`src/rtl/spi_slave_pkg.sv`:
```
/*
 * SPI slave endpoint package
 * Word format, bus clock mode, default response word and the shared
 * types used by the receive path and the frame state machine
 */
package spi_slave_pkg;

  // ******************************
  // Word format
  // ******************************

  // Bits per SPI word, shifted MSB first in both directions
  localparam int SPI_WORD_W = 16;

  typedef logic [SPI_WORD_W-1:0] word_t;

  // Wide enough to hold any count from 0 up to SPI_WORD_W
  localparam int BIT_CNT_W = $clog2(SPI_WORD_W + 1);

  // ******************************
  // Bus clock mode
  // ******************************

  // Idle level of sclk
  localparam bit SPI_CPOL = 1'b0;
  // 0 samples on the leading edge, 1 samples on the trailing edge
  localparam bit SPI_CPHA = 1'b0;

  // Response shifted out when the local side loaded nothing
  localparam word_t SPI_DEFAULT_MISO = word_t'('hCAFE);

  // Flops in each pin synchronizer
  localparam int SPI_SYNC_STAGES = 2;

  // ******************************
  // Shared types
  // ******************************

  // One received word plus the first-in-frame marker
  typedef struct packed {
    word_t data;
    logic  first;
  } rx_entry_t;

  // Frame tracking states
  // GAP sits between a finished word and the first bit of the next one
  typedef enum logic [1:0] {
    IDLE  = 2'd0,
    SHIFT = 2'd1,
    GAP   = 2'd2
  } frame_state_t;

endpackage

```
`src/rtl/spi_pin_sync.sv`:
```
/*
 * SPI pin synchronizer
 * Brings sclk, cs_n and mosi into the clk domain and turns the bus edges
 * into single-cycle sample, shift and frame strobes
 */
`timescale 1ns/10ps

module spi_pin_sync import spi_slave_pkg::*; (
  input  logic clk,
  input  logic arst_n,
  input  logic sclk,
  input  logic cs_n,
  input  logic mosi,
  output logic sample_stb,
  output logic shift_stb,
  output logic frame_start,
  output logic frame_end,
  output logic mosi_s,
  // Chip select level, aligned with the frame strobes
  output logic cs_active
);

  logic [SPI_SYNC_STAGES-1:0] sclk_sync;
  logic [SPI_SYNC_STAGES-1:0] cs_sync;
  logic [SPI_SYNC_STAGES-1:0] mosi_sync;
  logic                       sclk_d;
  logic                       cs_d;
  logic                       sclk_s;
  logic                       cs_s;
  logic                       sclk_rise;
  logic                       sclk_fall;
  logic                       sample_edge;
  logic                       shift_edge;

  // Last synchronizer stage of each pin
  assign sclk_s = sclk_sync[SPI_SYNC_STAGES-1];
  assign cs_s   = cs_sync[SPI_SYNC_STAGES-1];

  assign sclk_rise = sclk_s & ~sclk_d;
  assign sclk_fall = ~sclk_s & sclk_d;

  // Sampling happens on the rising edge when CPOL and CPHA agree
  // The shift edge is always the other one
  assign sample_edge = (SPI_CPOL == SPI_CPHA) ? sclk_rise : sclk_fall;
  assign shift_edge  = (SPI_CPOL == SPI_CPHA) ? sclk_fall : sclk_rise;

  // ******************************
  // Synchronizers and strobes
  // ******************************

  // Strobes are registered once more, so a pin edge shows up on them
  // SPI_SYNC_STAGES plus one cycles later
  always_ff @(posedge clk or negedge arst_n) begin
    if (!arst_n) begin
      // sclk starts at its idle level so no false edge follows reset
      sclk_sync   <= {SPI_SYNC_STAGES{SPI_CPOL}};
      cs_sync     <= '1;
      mosi_sync   <= '0;
      sclk_d      <= SPI_CPOL;
      cs_d        <= 1'b1;
      sample_stb  <= 1'b0;
      shift_stb   <= 1'b0;
      frame_start <= 1'b0;
      frame_end   <= 1'b0;
      mosi_s      <= 1'b0;
      cs_active   <= 1'b0;
    end else begin
      sclk_sync   <= {sclk_sync[SPI_SYNC_STAGES-2:0], sclk};
      cs_sync     <= {cs_sync[SPI_SYNC_STAGES-2:0], cs_n};
      mosi_sync   <= {mosi_sync[SPI_SYNC_STAGES-2:0], mosi};
      sclk_d      <= sclk_s;
      cs_d        <= cs_s;
      // Edges on sclk count only while the slave is selected
      sample_stb  <= sample_edge & ~cs_s;
      shift_stb   <= shift_edge & ~cs_s;
      frame_start <= cs_d & ~cs_s;
      frame_end   <= ~cs_d & cs_s;
      // mosi gets the same extra stage as the strobes
      mosi_s      <= mosi_sync[SPI_SYNC_STAGES-1];
      cs_active   <= ~cs_s;
    end
  end

  // A frame never closes on the cycle right after it opens
  assert property (@(posedge clk) disable iff (!arst_n) frame_start |=> !frame_end);

endmodule

```
`src/rtl/spi_bit_counter.sv`:
```
/*
 * SPI bit counter
 * Counts sampled bits inside a word and flags the last one
 */
`timescale 1ns/10ps

module spi_bit_counter import spi_slave_pkg::*; (
  input  logic clk,
  input  logic arst_n,
  input  logic sample_stb,
  input  logic clear,
  output logic last_bit
);

  logic [BIT_CNT_W-1:0] cnt_q;

  // Bits already taken in the current word
  // The next sample completes the word when this is set
  assign last_bit = (cnt_q == BIT_CNT_W'(SPI_WORD_W - 1));

  always_ff @(posedge clk or negedge arst_n) begin
    if (!arst_n) begin
      cnt_q <= '0;
    end else if (clear) begin
      // Frame boundaries restart the count
      cnt_q <= '0;
    end else if (sample_stb) begin
      // Wrap straight back to zero after the last bit of a word
      if (last_bit) begin
        cnt_q <= '0;
      end else begin
        cnt_q <= cnt_q + 1'b1;
      end
    end
  end

  // The count stays inside one word
  assert property (@(posedge clk) disable iff (!arst_n)
    cnt_q <= BIT_CNT_W'(SPI_WORD_W - 1));

endmodule

```
`src/rtl/spi_frame_fsm.sv`:
```
/*
 * SPI frame state machine
 * Follows the chip select frame, marks completed words and the first word
 * of each frame, and schedules the response loads
 */
`timescale 1ns/10ps

module spi_frame_fsm import spi_slave_pkg::*; (
  input  logic clk,
  input  logic arst_n,
  input  logic frame_start,
  input  logic frame_end,
  input  logic sample_stb,
  input  logic last_bit,
  output logic cnt_clear,
  output logic load_tx,
  output logic word_done,
  output logic first_word,
  output logic discard
);

  frame_state_t state_q;
  frame_state_t state_d;
  logic         first_q;

  // ******************************
  // Next state
  // ******************************

  always_comb begin
    state_d = state_q;
    case (state_q)
      IDLE: begin
        if (frame_start) begin
          state_d = SHIFT;
        end
      end
      SHIFT: begin
        // cs going away here leaves a partial word behind
        if (frame_end) begin
          state_d = IDLE;
        end else if (sample_stb && last_bit) begin
          state_d = GAP;
        end
      end
      GAP: begin
        // The next sample is already bit one of the following word
        if (frame_end) begin
          state_d = IDLE;
        end else if (sample_stb) begin
          state_d = SHIFT;
        end
      end
      default: begin
        state_d = IDLE;
      end
    endcase
  end

  // Partial word thrown away when cs rises inside SHIFT
  assign discard = frame_end && (state_q == SHIFT);

  // Counter restarts at a new frame and after a dropped partial word
  assign cnt_clear = frame_start | discard;

  // Response word is pulled at frame start and at each word boundary
  assign load_tx = frame_start | word_done;

  // Holds until the first word of the frame completes
  assign first_word = first_q;

  // ******************************
  // State and flags
  // ******************************

  always_ff @(posedge clk or negedge arst_n) begin
    if (!arst_n) begin
      state_q   <= IDLE;
      word_done <= 1'b0;
      first_q   <= 1'b0;
    end else begin
      state_q   <= state_d;
      // Pulses one cycle after the sample that took the last bit
      word_done <= (state_q == SHIFT) && sample_stb && last_bit;
      if (frame_start) begin
        first_q <= 1'b1;
      end else if (word_done || frame_end) begin
        first_q <= 1'b0;
      end
    end
  end

endmodule

```
`src/rtl/spi_shift_reg.sv`:
```
/*
 * SPI shift registers
 * Captures MOSI into the receive word and shifts the response word out on MISO
 */
`timescale 1ns/10ps

module spi_shift_reg import spi_slave_pkg::*; (
  input  logic  clk,
  input  logic  arst_n,
  input  logic  sample_stb,
  input  logic  shift_stb,
  input  logic  mosi_s,
  input  logic  load_tx,
  input  logic  tx_valid,
  input  word_t tx_word,
  input  logic  cs_active,
  output word_t rx_word,
  output logic  miso
);

  word_t tx_sr;
  word_t tx_next;
  logic  miso_q;
  logic  cs_q;
  logic  frame_load;

  // Receive side, MSB arrives first
  always_ff @(posedge clk) begin
    if (sample_stb) begin
      rx_word <= {rx_word[SPI_WORD_W-2:0], mosi_s};
    end
  end

  // Response for the coming word
  assign tx_next = tx_valid ? tx_word : SPI_DEFAULT_MISO;

  // A load while cs was inactive last cycle is the one at frame start
  assign frame_load = load_tx & ~cs_q;

  // ******************************
  // Transmit side
  // ******************************

  // Each shift moves the next bit from tx_sr into miso_q
  always_ff @(posedge clk or negedge arst_n) begin
    if (!arst_n) begin
      tx_sr  <= '0;
      miso_q <= 1'b0;
      cs_q   <= 1'b0;
    end else begin
      cs_q <= cs_active;
      if (load_tx) begin
        if (frame_load && !SPI_CPHA) begin
          // With CPHA 0 no shift edge comes before the first sample
          // so bit one goes out straight away
          miso_q <= tx_next[SPI_WORD_W-1];
          tx_sr  <= {tx_next[SPI_WORD_W-2:0], 1'b0};
        end else begin
          // Next shift edge presents the MSB
          tx_sr <= tx_next;
        end
      end else if (shift_stb) begin
        miso_q <= tx_sr[SPI_WORD_W-1];
        tx_sr  <= {tx_sr[SPI_WORD_W-2:0], 1'b0};
      end
    end
  end

  // Pin sits low whenever the slave is not selected
  assign miso = cs_active & miso_q;

  // Loads land between bus edges, never on top of a shift
  assert property (@(posedge clk) disable iff (!arst_n) !(load_tx && shift_stb));

endmodule

```
`src/rtl/spi_word_hold.sv`:
```
/*
 * Single-entry word holding register
 * Four-phase req/ack on the local side, either as the requesting source
 * or as the answering sink, with overrun detection on the write side
 */
`timescale 1ns/10ps

module spi_word_hold #(
  parameter type payload_t = logic [7:0]
) (
  input  logic     clk,
  input  logic     arst_n,
  // 1 when this block raises the request, 0 when it answers one
  input  logic     role_is_source,
  input  logic     wr_stb,
  input  payload_t wr_data,
  input  logic     rd_stb,
  // Line driven by this block, the request as source and the answer as sink
  output logic     req,
  // Line watched by this block, the answer as source and the request as sink
  input  logic     ack,
  output payload_t data,
  output logic     full,
  output logic     overrun
);

  logic full_q;
  logic line_q;
  logic done_q;
  logic take;

  // Source takes from the write strobe, sink from the far side's request
  // A sink keeps the far side waiting while a word is still unconsumed
  always_comb begin
    if (role_is_source) begin
      take = wr_stb & ~full_q;
    end else begin
      take = ack & ~full_q & ~line_q;
    end
  end

  always_ff @(posedge clk) begin
    if (take) begin
      data <= wr_data;
    end
  end

  // ******************************
  // Handshake control
  // ******************************

  always_ff @(posedge clk or negedge arst_n) begin
    if (!arst_n) begin
      full_q  <= 1'b0;
      line_q  <= 1'b0;
      done_q  <= 1'b0;
      overrun <= 1'b0;
    end else if (role_is_source) begin
      if (take) begin
        full_q <= 1'b1;
        line_q <= 1'b1;
      end else if (line_q && ack) begin
        line_q <= 1'b0;
        done_q <= 1'b1;
      end else if (done_q && !ack) begin
        // Entry is free once ack falls
        done_q <= 1'b0;
        full_q <= 1'b0;
      end
      // A write that finds the entry busy is lost for good
      if (wr_stb && full_q) begin
        overrun <= 1'b1;
      end
    end else begin
      if (take) begin
        full_q <= 1'b1;
        line_q <= 1'b1;
      end else begin
        if (line_q && !ack) begin
          line_q <= 1'b0;
        end
        if (full_q && rd_stb) begin
          full_q <= 1'b0;
        end
      end
    end
  end

  assign req  = line_q;
  assign full = full_q;

  // Held payload does not move until the entry is released
  assert property (@(posedge clk) disable iff (!arst_n)
    full_q && $past(full_q) |-> $stable(data));

endmodule

```
`src/rtl/spi_slave_top.sv`:
```
/*
 * SPI slave endpoint
 * Oversampled SPI slave with a four-phase receive handshake and a
 * four-phase response load handshake on the local side
 */
`timescale 1ns/10ps

module spi_slave_top import spi_slave_pkg::*; (
  input  logic  clk,
  input  logic  arst_n,
  input  logic  sclk,
  input  logic  cs_n,
  input  logic  mosi,
  output logic  miso,
  output word_t rx_data,
  output logic  rx_first,
  output logic  rx_req,
  input  logic  rx_ack,
  input  word_t tx_data,
  input  logic  tx_req,
  output logic  tx_ack,
  output logic  overrun
);

  // ******************************
  // Internal nets
  // ******************************

  logic  sample_stb;
  logic  shift_stb;
  logic  frame_start;
  logic  frame_end;
  logic  mosi_s;
  logic  cs_active;
  logic  last_bit;
  logic  cnt_clear;
  logic  load_tx;
  logic  word_done;
  logic  first_word;
  word_t rx_word;
  word_t tx_held;
  logic  tx_valid;

  spi_pin_sync i_pin_sync (
    .clk         (clk),
    .arst_n      (arst_n),
    .sclk        (sclk),
    .cs_n        (cs_n),
    .mosi        (mosi),
    .sample_stb  (sample_stb),
    .shift_stb   (shift_stb),
    .frame_start (frame_start),
    .frame_end   (frame_end),
    .mosi_s      (mosi_s),
    .cs_active   (cs_active)
  );

  spi_bit_counter i_bit_counter (
    .clk        (clk),
    .arst_n     (arst_n),
    .sample_stb (sample_stb),
    .clear      (cnt_clear),
    .last_bit   (last_bit)
  );

  // Partial word drop is already folded into cnt_clear
  spi_frame_fsm i_frame_fsm (
    .clk         (clk),
    .arst_n      (arst_n),
    .frame_start (frame_start),
    .frame_end   (frame_end),
    .sample_stb  (sample_stb),
    .last_bit    (last_bit),
    .cnt_clear   (cnt_clear),
    .load_tx     (load_tx),
    .word_done   (word_done),
    .first_word  (first_word),
    .discard     ()
  );

  spi_shift_reg i_shift_reg (
    .clk        (clk),
    .arst_n     (arst_n),
    .sample_stb (sample_stb),
    .shift_stb  (shift_stb),
    .mosi_s     (mosi_s),
    .load_tx    (load_tx),
    .tx_valid   (tx_valid),
    .tx_word    (tx_held),
    .cs_active  (cs_active),
    .rx_word    (rx_word),
    .miso       (miso)
  );

  // Receive entry, the endpoint requests and the local side answers
  spi_word_hold #(.payload_t(rx_entry_t)) i_rx_hold (
    .clk            (clk),
    .arst_n         (arst_n),
    .role_is_source (1'b1),
    .wr_stb         (word_done),
    .wr_data        ({rx_word, first_word}),
    .rd_stb         (1'b0),
    .req            (rx_req),
    .ack            (rx_ack),
    .data           ({rx_data, rx_first}),
    .full           (),
    .overrun        (overrun)
  );

  // Response entry, the local side requests and the endpoint answers
  // Consumed by the next response load in the shift register
  spi_word_hold #(.payload_t(word_t)) i_tx_hold (
    .clk            (clk),
    .arst_n         (arst_n),
    .role_is_source (1'b0),
    .wr_stb         (1'b0),
    .wr_data        (tx_data),
    .rd_stb         (load_tx),
    .req            (tx_ack),
    .ack            (tx_req),
    .data           (tx_held),
    .full           (tx_valid),
    .overrun        ()
  );

endmodule

```
`config.mk`:
```
export PLATFORM = sky130hd
export DESIGN_NAME = spi_slave_top
export DESIGN_NICKNAME = d
export VERILOG_FILES = /design/src/rtl/spi_slave_pkg.sv /design/src/rtl/spi_pin_sync.sv /design/src/rtl/spi_bit_counter.sv /design/src/rtl/spi_frame_fsm.sv /design/src/rtl/spi_shift_reg.sv /design/src/rtl/spi_word_hold.sv /design/src/rtl/spi_slave_top.sv
export SDC_FILE = /design/constraint.sdc
export NUM_CORES = 1
export LEC_CHECK = 0
export BUFFER_PORTS_ARGS = -buffer_cell sky130_fd_sc_hd__buf_2
export CORE_AREA = 2 2 59 117
export DETAILED_ROUTE_END_ITERATION = 8
export DIE_AREA = 0 0 61 119
export PLACE_DENSITY = 0.78
export SKIP_CTS_REPAIR_TIMING = 1
export SLEW_MARGIN = 20
export SYNTH_ARGS = -nofsm -noshare
export SYNTH_HDL_FRONTEND = slang
export SYNTH_SLANG_ARGS = --single-unit
```
`constraint.sdc`:
```
create_clock -name clk -period 2.4 [get_ports clk]
set_input_delay 0.36 -clock clk [delete_from_list [all_inputs] [get_ports clk]]
set_output_delay 0.36 -clock clk [all_outputs]
set_load 0.01 [all_outputs]
```
# Yosys cells after proc, flatten, opt, wreduce, memory -nomap -nowiden
# Index checks and enable logic that the tools add are counted.
dict set report totals {
  output_inout_bits 21
  word_cells 112
  register_bits 96
}
dict set report op_classes {
  reduce_logical 25
  mux 28
  n_bitwise 22
  addsub 1
  eq_ne 8
}
# operator n
set op_table {}
lappend op_table {{16-bit two-way mux} 4}
lappend op_table {{2-bit nonzero test} 8}
lappend op_table {{1-bit two-way mux} 15}
lappend op_table {{5-bit two-way mux} 3}
lappend op_table {{1-bit AND} 11}
lappend op_table {{2-bit two-way mux} 5}
lappend op_table {{1-bit logical AND} 9}
lappend op_table {{1-bit NOT} 9}
lappend op_table {{2-bit one-hot mux with 3 select lines} 1}
lappend op_table {{2-bit AND reduction} 3}
lappend op_table {{5-bit by 1-bit adder with 5-bit output (second input constant)} 1}
lappend op_table {{5-bit by 4-bit == test with 1-bit output (second input constant)} 1}
lappend op_table {{2-bit != test (second input constant)} 2}
lappend op_table {{3-bit by 2-bit != test with 1-bit output (second input constant)} 1}
lappend op_table {{3-bit != test (second input constant)} 1}
lappend op_table {{3-bit AND reduction} 1}
lappend op_table {{2-bit by 1-bit == test with 1-bit output (second input constant)} 1}
lappend op_table {{2-bit == test (second input constant)} 1}
lappend op_table {{1-bit logical NOT} 2}
lappend op_table {{2-bit logical NOT} 1}
lappend op_table {{2-bit by 1-bit != test with 1-bit output (second input constant)} 1}
lappend op_table {{1-bit bitwise OR} 2}
lappend op_table {{1-bit logical OR} 1}

# Depth between registers and ports, before layout
# Gate-level depths: netlist (run 1).
dict set report logic_depth {
  ltp_word 5
  ltp_mapped 5
  ltp_nobuf 4
}

# By module
# A second synthesis (run 1) with hierarchy kept.
dict set report hier_totals {
  hier_cells 250
  area_unflattened_um2 3722.3
}
# mod cells_per_inst area_each_um2 instances
set modules_own_cells {}
lappend modules_own_cells {spi_shift_reg 115 1511.4 1}
lappend modules_own_cells {{spi_word_hold (i_rx_hold)} 36 700.7 1}
lappend modules_own_cells {{spi_word_hold (i_tx_hold)} 35 670.6 1}
lappend modules_own_cells {spi_pin_sync 19 385.4 1}
lappend modules_own_cells {spi_bit_counter 24 247.7 1}
lappend modules_own_cells {spi_frame_fsm 19 198.9 1}
lappend modules_own_cells {spi_slave_top 2 7.5 1}

# Least setup slack after synthesis (run 1)
# No wires, ideal clock.
dict set report synth_path {
  path_type {reg2reg}
  from {register i_tx_hold.full_q, in the netlist i_tx_hold.full}
  to {register i_tx_hold.data[0] (netlist bit) (enable)}
  setup_time_ps 415
  path_slack_ps 250
  required_ps 1985
  stages_incl_launch_ff 2
  t_arrival_ps 1735
  path_cell_list {dfrtp_1 > nor3b_1}
}
dict set report synth_between {
  elab_chain_cells 3
}
# element line_no
set synth_rtl {}
lappend synth_rtl {{start, declared} spi_word_hold.sv:27} ;# logic full_q;
lappend synth_rtl {{start signal, assigned} spi_word_hold.sv:54} ;# full_q <= 1'b0;
lappend synth_rtl {{start signal, assigned} spi_word_hold.sv:60} ;# full_q <= 1'b1;
lappend synth_rtl {{start signal, assigned} spi_word_hold.sv:68} ;# full_q <= 1'b0;
lappend synth_rtl {{1-bit NOT} spi_word_hold.sv:38} ;# take = ack & ~full_q & ~line_q;
lappend synth_rtl {{1-bit AND (2 in series)} spi_word_hold.sv:38}
lappend synth_rtl {{via i_tx_hold.take} spi_word_hold.sv:30} ;# logic take;
lappend synth_rtl {{end signal, assigned} spi_word_hold.sv:44} ;# data <= wr_data;
lappend synth_rtl {{end, declared} spi_word_hold.sv:22} ;# output payload_t data,
# The timed path passes the listed nets, and every way through them passes these cells.
# A chain may end at the register's enable or synchronous reset.

# Worst setup path after layout (run 1)
dict set report layout_path {
  from {register i_frame_fsm.word_done}
  to {register i_shift_reg.tx_sr[3]}
}
dict set report layout_between {
  elab_chain_cells 4
  word_cells_on_any_way 5
  classes_between {mux (2); bitwise (2); reduce/logical (1)}
}
# element line_no
set layout_rtl {}
lappend layout_rtl {{start, declared} spi_frame_fsm.sv:17} ;# output logic word_done,
lappend layout_rtl {{start signal, assigned} spi_frame_fsm.sv:84} ;# word_done <= (state_q == SHIFT) && sample_stb && last_bit;
lappend layout_rtl {{1-bit bitwise OR (*)} spi_frame_fsm.sv:67} ;# assign load_tx = frame_start | word_done;
lappend layout_rtl {{1-bit AND} spi_shift_reg.sv:38} ;# assign frame_load = load_tx & ~cs_q;
lappend layout_rtl {{16-bit two-way mux} spi_shift_reg.sv:53} ;# if (frame_load && !SPI_CPHA) begin
lappend layout_rtl {{16-bit two-way mux} spi_shift_reg.sv:52} ;# if (load_tx) begin
lappend layout_rtl {{end signal, assigned} spi_shift_reg.sv:57} ;# tx_sr <= {tx_next[SPI_WORD_W-2:0], 1'b0};
lappend layout_rtl {{end signal, assigned} spi_shift_reg.sv:60} ;# tx_sr <= tx_next;
lappend layout_rtl {{end signal, assigned} spi_shift_reg.sv:64} ;# tx_sr <= {tx_sr[SPI_WORD_W-2:0], 1'b0};
lappend layout_rtl {{end, declared} spi_shift_reg.sv:21} ;# word_t tx_sr;
# Every way passes the cells marked *; elsewhere a longest branch is shown, timed or not.

==> flow_summary_export.csv, run 1 <==
group,metric,value,unit
synthesis,yosysMostFrequentCell,"edfxtp_1",
detailed_routing,detailedRoute.firstPassIterationCount,4,
clock_network,clock_latency_reported_for_the_late_side_of_the_worst_skew_pair,340,ps
power,power_frac_comb,0.084,
place,gp_congestion,0.7923,
power,peakVddDrop,0.0006535,V
synthesis,synth_common_cells,"49 x edfxtp_1, 44 x dfrtp_1, 21 x mux2i_1",
timing,setup_viol,0,
global_routing,maximum_number_of_pins_on_one_net_before_global_route_repair,27,
timing,final.period_utilization,0.6241,
place,detailedPlace.worstSlack,908.7,ps
place,portBuffers,43,
detailed_routing,detailroute.via_count,1883,
power,total_leakage_power,1.682,nW
detailed_routing,wl_per_cell,14.26,µm
synthesis,synth.yosys.seq_area_share,0.7459,
synthesis,post_synth.cell_area_avg,16.01,µm²
timing,timing_hold_violations_final,21,
power,clock_power_share,0.369,
synthesis,synth_area,3555,µm²
global_routing,grt_overflow_total,0,
synthesis,yosys-top-cells-area,"edfxtp_1 41%, dfrtp_1 31%, mux2i_1 5.9%",
die,floorplan.initialDensity,0.5499,
clock_network,worst_setup_hold_path_clk_slew,70,ps
die,die_height,119,µm
synthesis,yosys_most_used_dff,"edfxtp_1",
clock_network,cts_buffers,9,
layout,final_area,4148,µm²
die,floorplan.rows,42,
power,netSwitchingPower,0.8938,mW
setup_path,worstPathMaxFanout,19,
timing,fin_hold_ws,-20.46,ps
setup_path,endpoint_kind,"flip-flop",
setup_path,worstPathCellList,"or2_1 > and2_4 > a22oi_2",
clock_network,cts_tree,"built",
global_routing,first_global_vias,1902,
layout,filler_cell_count,462,
timing,grt_setup_unrepaired,"false",
synthesis,yosysWarningCount,0,
timing,finalClockSkew,7.777,ps
status,failed_checks,"hold timing",
place,placedInstanceArea,3860,µm²
global_routing,antenna_found_initial,0,
detailed_routing,detail_route.drc_violations,0,
synthesis,synthDistinctLibCells,38,
global_routing,track_usage,0.1676,
clock_network,cts-htree-levels,3,
place,place_inst,348,
timing,final_critical_path_setup_slack,902.3,ps
global_routing,grt_pass1_wl,8901,µm
detailed_routing,vias_per_cell,5.173,
detailed_routing,routed_wl,5189,µm
power,pwr_density_cell,878.4,nW/µm²
layout,instances_no_fill,364,
place,dp_hpwl,3472,µm
synthesis,synth-async-reset-ratio,0.4896,
layout,antennaDiodeCount,0,
run,timing.max_cap.violations,0,
synthesis,edff_count_synth,49,
timing,finalCriticalPeriod,1498,ps
power,part_of_the_total_power_dissipated_in_sequential_elements,0.548,
die,core,6464,µm²
timing,max_slew.worst_pin.slew,741.1,ps
timing,tns,0,ps
synthesis,synth_area_leader_cell,"edfxtp_1",
setup_path,critical_path.slowest_cell,"or2_1",
setup_path,crit_type,"reg2reg",
layout,layout-drive-gt1-share,0.2826,
timing,max_freq,667.7,MHz
die,die_w,61,µm
setup_path,critical_path_required,2620,ps
min_path,holdCritPathClass,"in2async",
setup_path,cp-start-kind,"flip-flop",
timing,worst_slew_margin_rel,0.5059,
clock_network,cts_sinks,96,
status,run_status,"finished, violations left",
setup_path,worst_path_largest_cell_delay,520,ps
detailed_routing,drtAntennaViolNets,0,
power,power_switching_share,0.2453,
timing,slew_violations,0,
synthesis,synth-seq-cells,96,
clock_network,ctsRootBufferMaster,"clkbuf_16",
synthesis,synth_top_cell_area_share,0.4139,
die,die_area,7259,µm²
layout,layout.nets,295,
synthesis,synthCells,222,
setup_path,worst-endpoint-arrival,1710,ps
detailed_routing,initialDrtViolationCount,69,
layout,final_util,0.6417,
power,internal-power,2.750,mW
layout,area_growth_syn_to_layout,16.68,%
clock_network,clock_path_buffers,2,
synthesis,mappedNetlistNets,246,
die,floorplan.io_pins,44,
setup_path,worst_r2r_path_depth,3,
## area by class of cell
type | instances | area [µm²] | share of cell area
Clock buffer | 9 | 225.2 | 0.05430
Clock inverter | 7 | 62.56 | 0.01508
Inverter | 6 | 22.52 | 0.005430
Multi-Input combinational cell | 110 | 823.3 | 0.1985
Sequential cell | 96 | 2651 | 0.6392
Tap cell | 88 | 110.1 | 0.02655
Timing Repair Buffer | 48 | 252.7 | 0.06094
## cell usage in the layout, fill, tap and decap left out, types with 2 or more instances in the layout
| cell type | n |
|---|---|
| nor3b_1 | 3 |
| mux2i_1 | 21 |
| inv_1 | 6 |
| edfxtp_1 | 49 |
| o21ai_0 | 3 |
| dfstp_2 | 3 |
| clkinvlp_4 | 3 |
| nand2b_1 | 3 |
| nand4_1 | 2 |
| nand2_1 | 7 |
| nor2_1 | 9 |
| dfrtp_1 | 44 |
| a211oi_1 | 4 |
| buf_2 | 43 |
| clkbuf_16 | 9 |
| a21o_1 | 8 |
| a21oi_1 | 6 |
| o2bb2ai_1 | 3 |
| buf_4 | 5 |
| inv_6 | 2 |
| nor2b_1 | 4 |
| o211ai_1 | 4 |
| nor3_1 | 5 |
| a22oi_2 | 6 |
| o21ai_1 | 4 |
| inv_8 | 2 |
| xor2_1 | 2 |
## state kept, by name (all words and copies together) (netlist names), 5 cells and up
register and count:
i_bit_counter.cnt_q 5, i_rx_hold.data 17, i_shift_reg.rx_word 16, i_shift_reg.tx_sr 16
i_tx_hold.data 16
## metrics by stage
| stage | total power, mW | hold WS (ps) |
|---|---|---|
| after floorplan | 2.226 | 64.41 |
| after global placement | 2.317 | 338.5 |
| after detailed placement | 2.335 | 338.0 |
| after CTS | 3.686 | -7.472 |
| after global routing | 3.810 | 22.78 |
| final | 3.643 | -20.46 |
## metal layers
layer  vias up  part of all wire  GRT usage
met3        11             0.037    0.04452
met1       917              0.45     0.2378
met4         0             0.025    0.08967
met5         -                 0          0
met2        40              0.48     0.2345
li1        915                 -          -
## power by group through the flow
stage	logic (mW)	registers (mW)	clock network (mW)
after CTS	0.311	2.00	1.38
after floorplan	0.248	1.98	0
final	0.304	2.00	1.34
after detailed placement	0.307	2.03	0
after global placement	0.295	2.02	0
after global routing	0.342	2.01	1.45
## final timing paths
path	startpoint	to	slack (ps)
setup / recovery	i_frame_fsm.word_done	i_shift_reg.tx_sr[3]	900
hold / removal	arst_n	i_shift_reg.tx_sr[6]	-20
setup reg to reg	i_frame_fsm.word_done	i_shift_reg.tx_sr[3]	900
hold reg to reg	i_pin_sync.sclk_sync[0]	i_pin_sync.sclk_sync[1]	350
max in group asynchronous	arst_n	i_pin_sync.cs_sync[1]	1670
min in group clk	cs_n	i_pin_sync.cs_sync[0]	120
## worst max-delay path, delay by kind of cell (launching register included)
kind / cells / cell delay [ps]
AO/OA/AOI/OAI: 1 / 100
flip-flops: 1 / 430
AND/OR/NAND/NOR: 2 / 850
## cell families (layout without fill, tap and decap cells)
kind of cell / Yosys count / count (layout) / synth area share
mux: 21 / 21 / 0.05913
buf+inv: 16 / 70 / 0.02393
flops: 96 / 96 / 0.7459
compound gates: 45 / 45 / 0.09962
xor+xnor: 3 / 3 / 0.007393
fa+ha+maj: 1 / 1 / 0.003519
simple gates: 40 / 40 / 0.06054
Power figures use the tool's default switching activity.
==> inputs of run 2 (changes only) <==
- clock period: 2.4 -> 1.4 ns (I/O delays scaled with it)
==> run 2 against run 1 <==
  * The flow now finishes without violations
  * Critical path depth did not move
  * Cell count rose by 3.6%
  * Final area rose by 4.7%
  * Hold slack improved by 66 ps
  * Sequential cell count did not move
  * Die area did not move
  * Sequential share of layout area fell by 2.9 points
==> flow_summary_export.csv, run 2 (synthesis results as in run 1) <==
group,metric,value,unit
status,run_status,"finished clean",
layout,max_flop_register,"i_rx_hold.data",
detailed_routing,detailedRoute.firstPassIterationCount,4,
die,floorplan.initialDensity,0.5499,
timing,setup_viol,0,
global_routing,grt_pass1_wl,9459,µm
die,die_height,119,µm
layout,final_util,0.6721,
setup_path,worstSetupEndpoint,"i_shift_reg.tx_sr[12]",
global_routing,maximum_number_of_pins_on_one_net_before_global_route_repair,23,
layout,largest_reg_flops,17,
die,core,6464,µm²
clock_network,cts-htree-levels,3,
power,peakVddDrop,0.001337,V
setup_path,critical_path_required,1610,ps
layout,layout.nets,308,
layout,layout-drive-gt1-share,0.3010,
layout,layout_commonest_cell,"edfxtp_1",
detailed_routing,initialDrtViolationCount,80,
setup_path,worst_r2r_path_depth,3,
setup_path,worstPathMaxFanout,13,
detailed_routing,detailroute.via_count,1976,
setup_path,r2r_path_end,"i_shift_reg.tx_sr[12]",
die,die_area,7259,µm²
run,timing.max_cap.violations,0,
layout,filler_cell_count,455,
die,die_w,61,µm
clock_network,cts_buffers,9,
timing,max_freq,755.2,MHz
setup_path,worst-endpoint-arrival,1530,ps
timing,finalCriticalPeriod,1324,ps
detailed_routing,wl_per_cell,14.82,µm
place,detailedPlace.worstSlack,109.5,ps
layout,ff_latch_area,2653,µm²
global_routing,first_global_vias,2042,
clock_network,clock_latency_reported_for_the_late_side_of_the_worst_skew_pair,340,ps
setup_path,endpoint_kind,"flip-flop",
timing,slew_violations,0,
setup_path,crit_path_from,"i_pin_sync.frame_start",
detailed_routing,detail_route.drc_violations,0,
setup_path,crit_type,"reg2reg",
clock_network,cts_tree,"built",
detailed_routing,routed_wl,5589,µm
global_routing,grt_overflow_total,0,
power,total_power,6.578,mW
timing,worst_slew_margin_rel,0.7011,
timing,grt_setup_unrepaired,"false",
timing,max_slew.worst_pin.slew,448.3,ps
clock_network,cts_sinks,96,
min_path,holdCritPathClass,"in2reg",
global_routing,antenna_found_initial,0,
timing,final.period_utilization,0.9458,
place,portBuffers,43,
clock_network,ctsRootBufferMaster,"clkbuf_16",
die,floorplan.io_pins,44,
place,dp_hpwl,3827,µm
timing,final_critical_path_setup_slack,75.84,ps
layout,most-common-layout-cells,"49 x edfxtp_1, 43 x dfrtp_1, 43 x buf_2, 21 x mux2i_1, 10 x buf_4",
power,total_leakage_power,1.784,nW
timing,timing_hold_violations_final,0,
detailed_routing,vias_per_cell,5.241,
layout,antennaDiodeCount,0,
die,floorplan.rows,42,
clock_network,clock_path_buffers,2,
power,pwr_density_cell,1514,nW/µm²
detailed_routing,drtAntennaViolNets,0,
layout,area_growth_syn_to_layout,22.21,%
setup_path,r2r-start,"i_pin_sync.frame_start",
timing,finalClockSkew,6.196,ps
timing,tns,0,ps
clock_network,worst_setup_hold_path_clk_slew,60,ps
setup_path,cp-start-kind,"flip-flop",
place,gp_congestion,0.8246,
layout,multi_input_comb_area,829.5,µm²
setup_path,timing.reg2reg.setup_slack,80,ps
global_routing,track_usage,0.1804,
run 2: cell count changes in the layout (fill, tap and decap cells not counted), sizes merged:
cell | previous run | this run
buf | 48 | 57
dlygate4sd3 | 0 | 4
bufinv | 0 | 2
clkinv | 0 | 2
clkinvlp | 3 | 1
inv | 10 | 8
run 2: through the flow:
| step | cells | hold WS (ps) | area, µm² |
|---|---|---|---|
| floorplan | 222 | -85.59 | 3567 |
| global placement | 357 | 172.3 | 3985 |
| detailed placement | 357 | 185.5 | 3985 |
| CTS | 373 | -174.1 | 4304 |
| global route | 377 | 42.26 | 4344 |
| finish | 377 | 45.30 | 4344 |
run 2: power by group:
| part | switching, mW | internal (mW) |
|---|---|---|
| sequential | 0.176 | 3.23 |
| combinational | 0.315 | 0.299 |
| clock | 0.994 | 1.57 |
run 2: critical path, cell delays in order (launching register included):
cell and delay (ps):
dfrtp_1 370, or2_1 390, a211oi_1 360, a21oi_1 70
run 2: how the worst min path moves through the flow:
stage	slack, ps	to	start	cells after the start
floorplan	-90	i_bit_counter.cnt_q[0]	arst_n	0
global placement	170	i_shift_reg.tx_sr[3]	arst_n	1
detailed placement	190	i_shift_reg.tx_sr[3]	arst_n	1
CTS	-170	i_shift_reg.tx_sr[3]	arst_n	1
global route	40	i_tx_hold.data[3]	tx_data[3]	1
finish	50	i_tx_hold.data[0]	tx_data[0]	1
run 2: metal layers:
metal,wire [µm],vias to the layer above,GRT usage
met5,0,-,0
met4,147,0,0.09783
met3,159,13,0.03583
met2,2912,37,0.2823
met1,2370,980,0.2299
li1,-,946,-
run 2: final cells by class:
type / count / share of cell area
multi-input combinational: 110 / 0.1910
tap: 88 / 0.02535
inverter: 6 / 0.005184
sequential: 96 / 0.6106
timing repair buffer: 61 / 0.09447
clock buffer: 9 / 0.05184
clock inverter: 7 / 0.02160
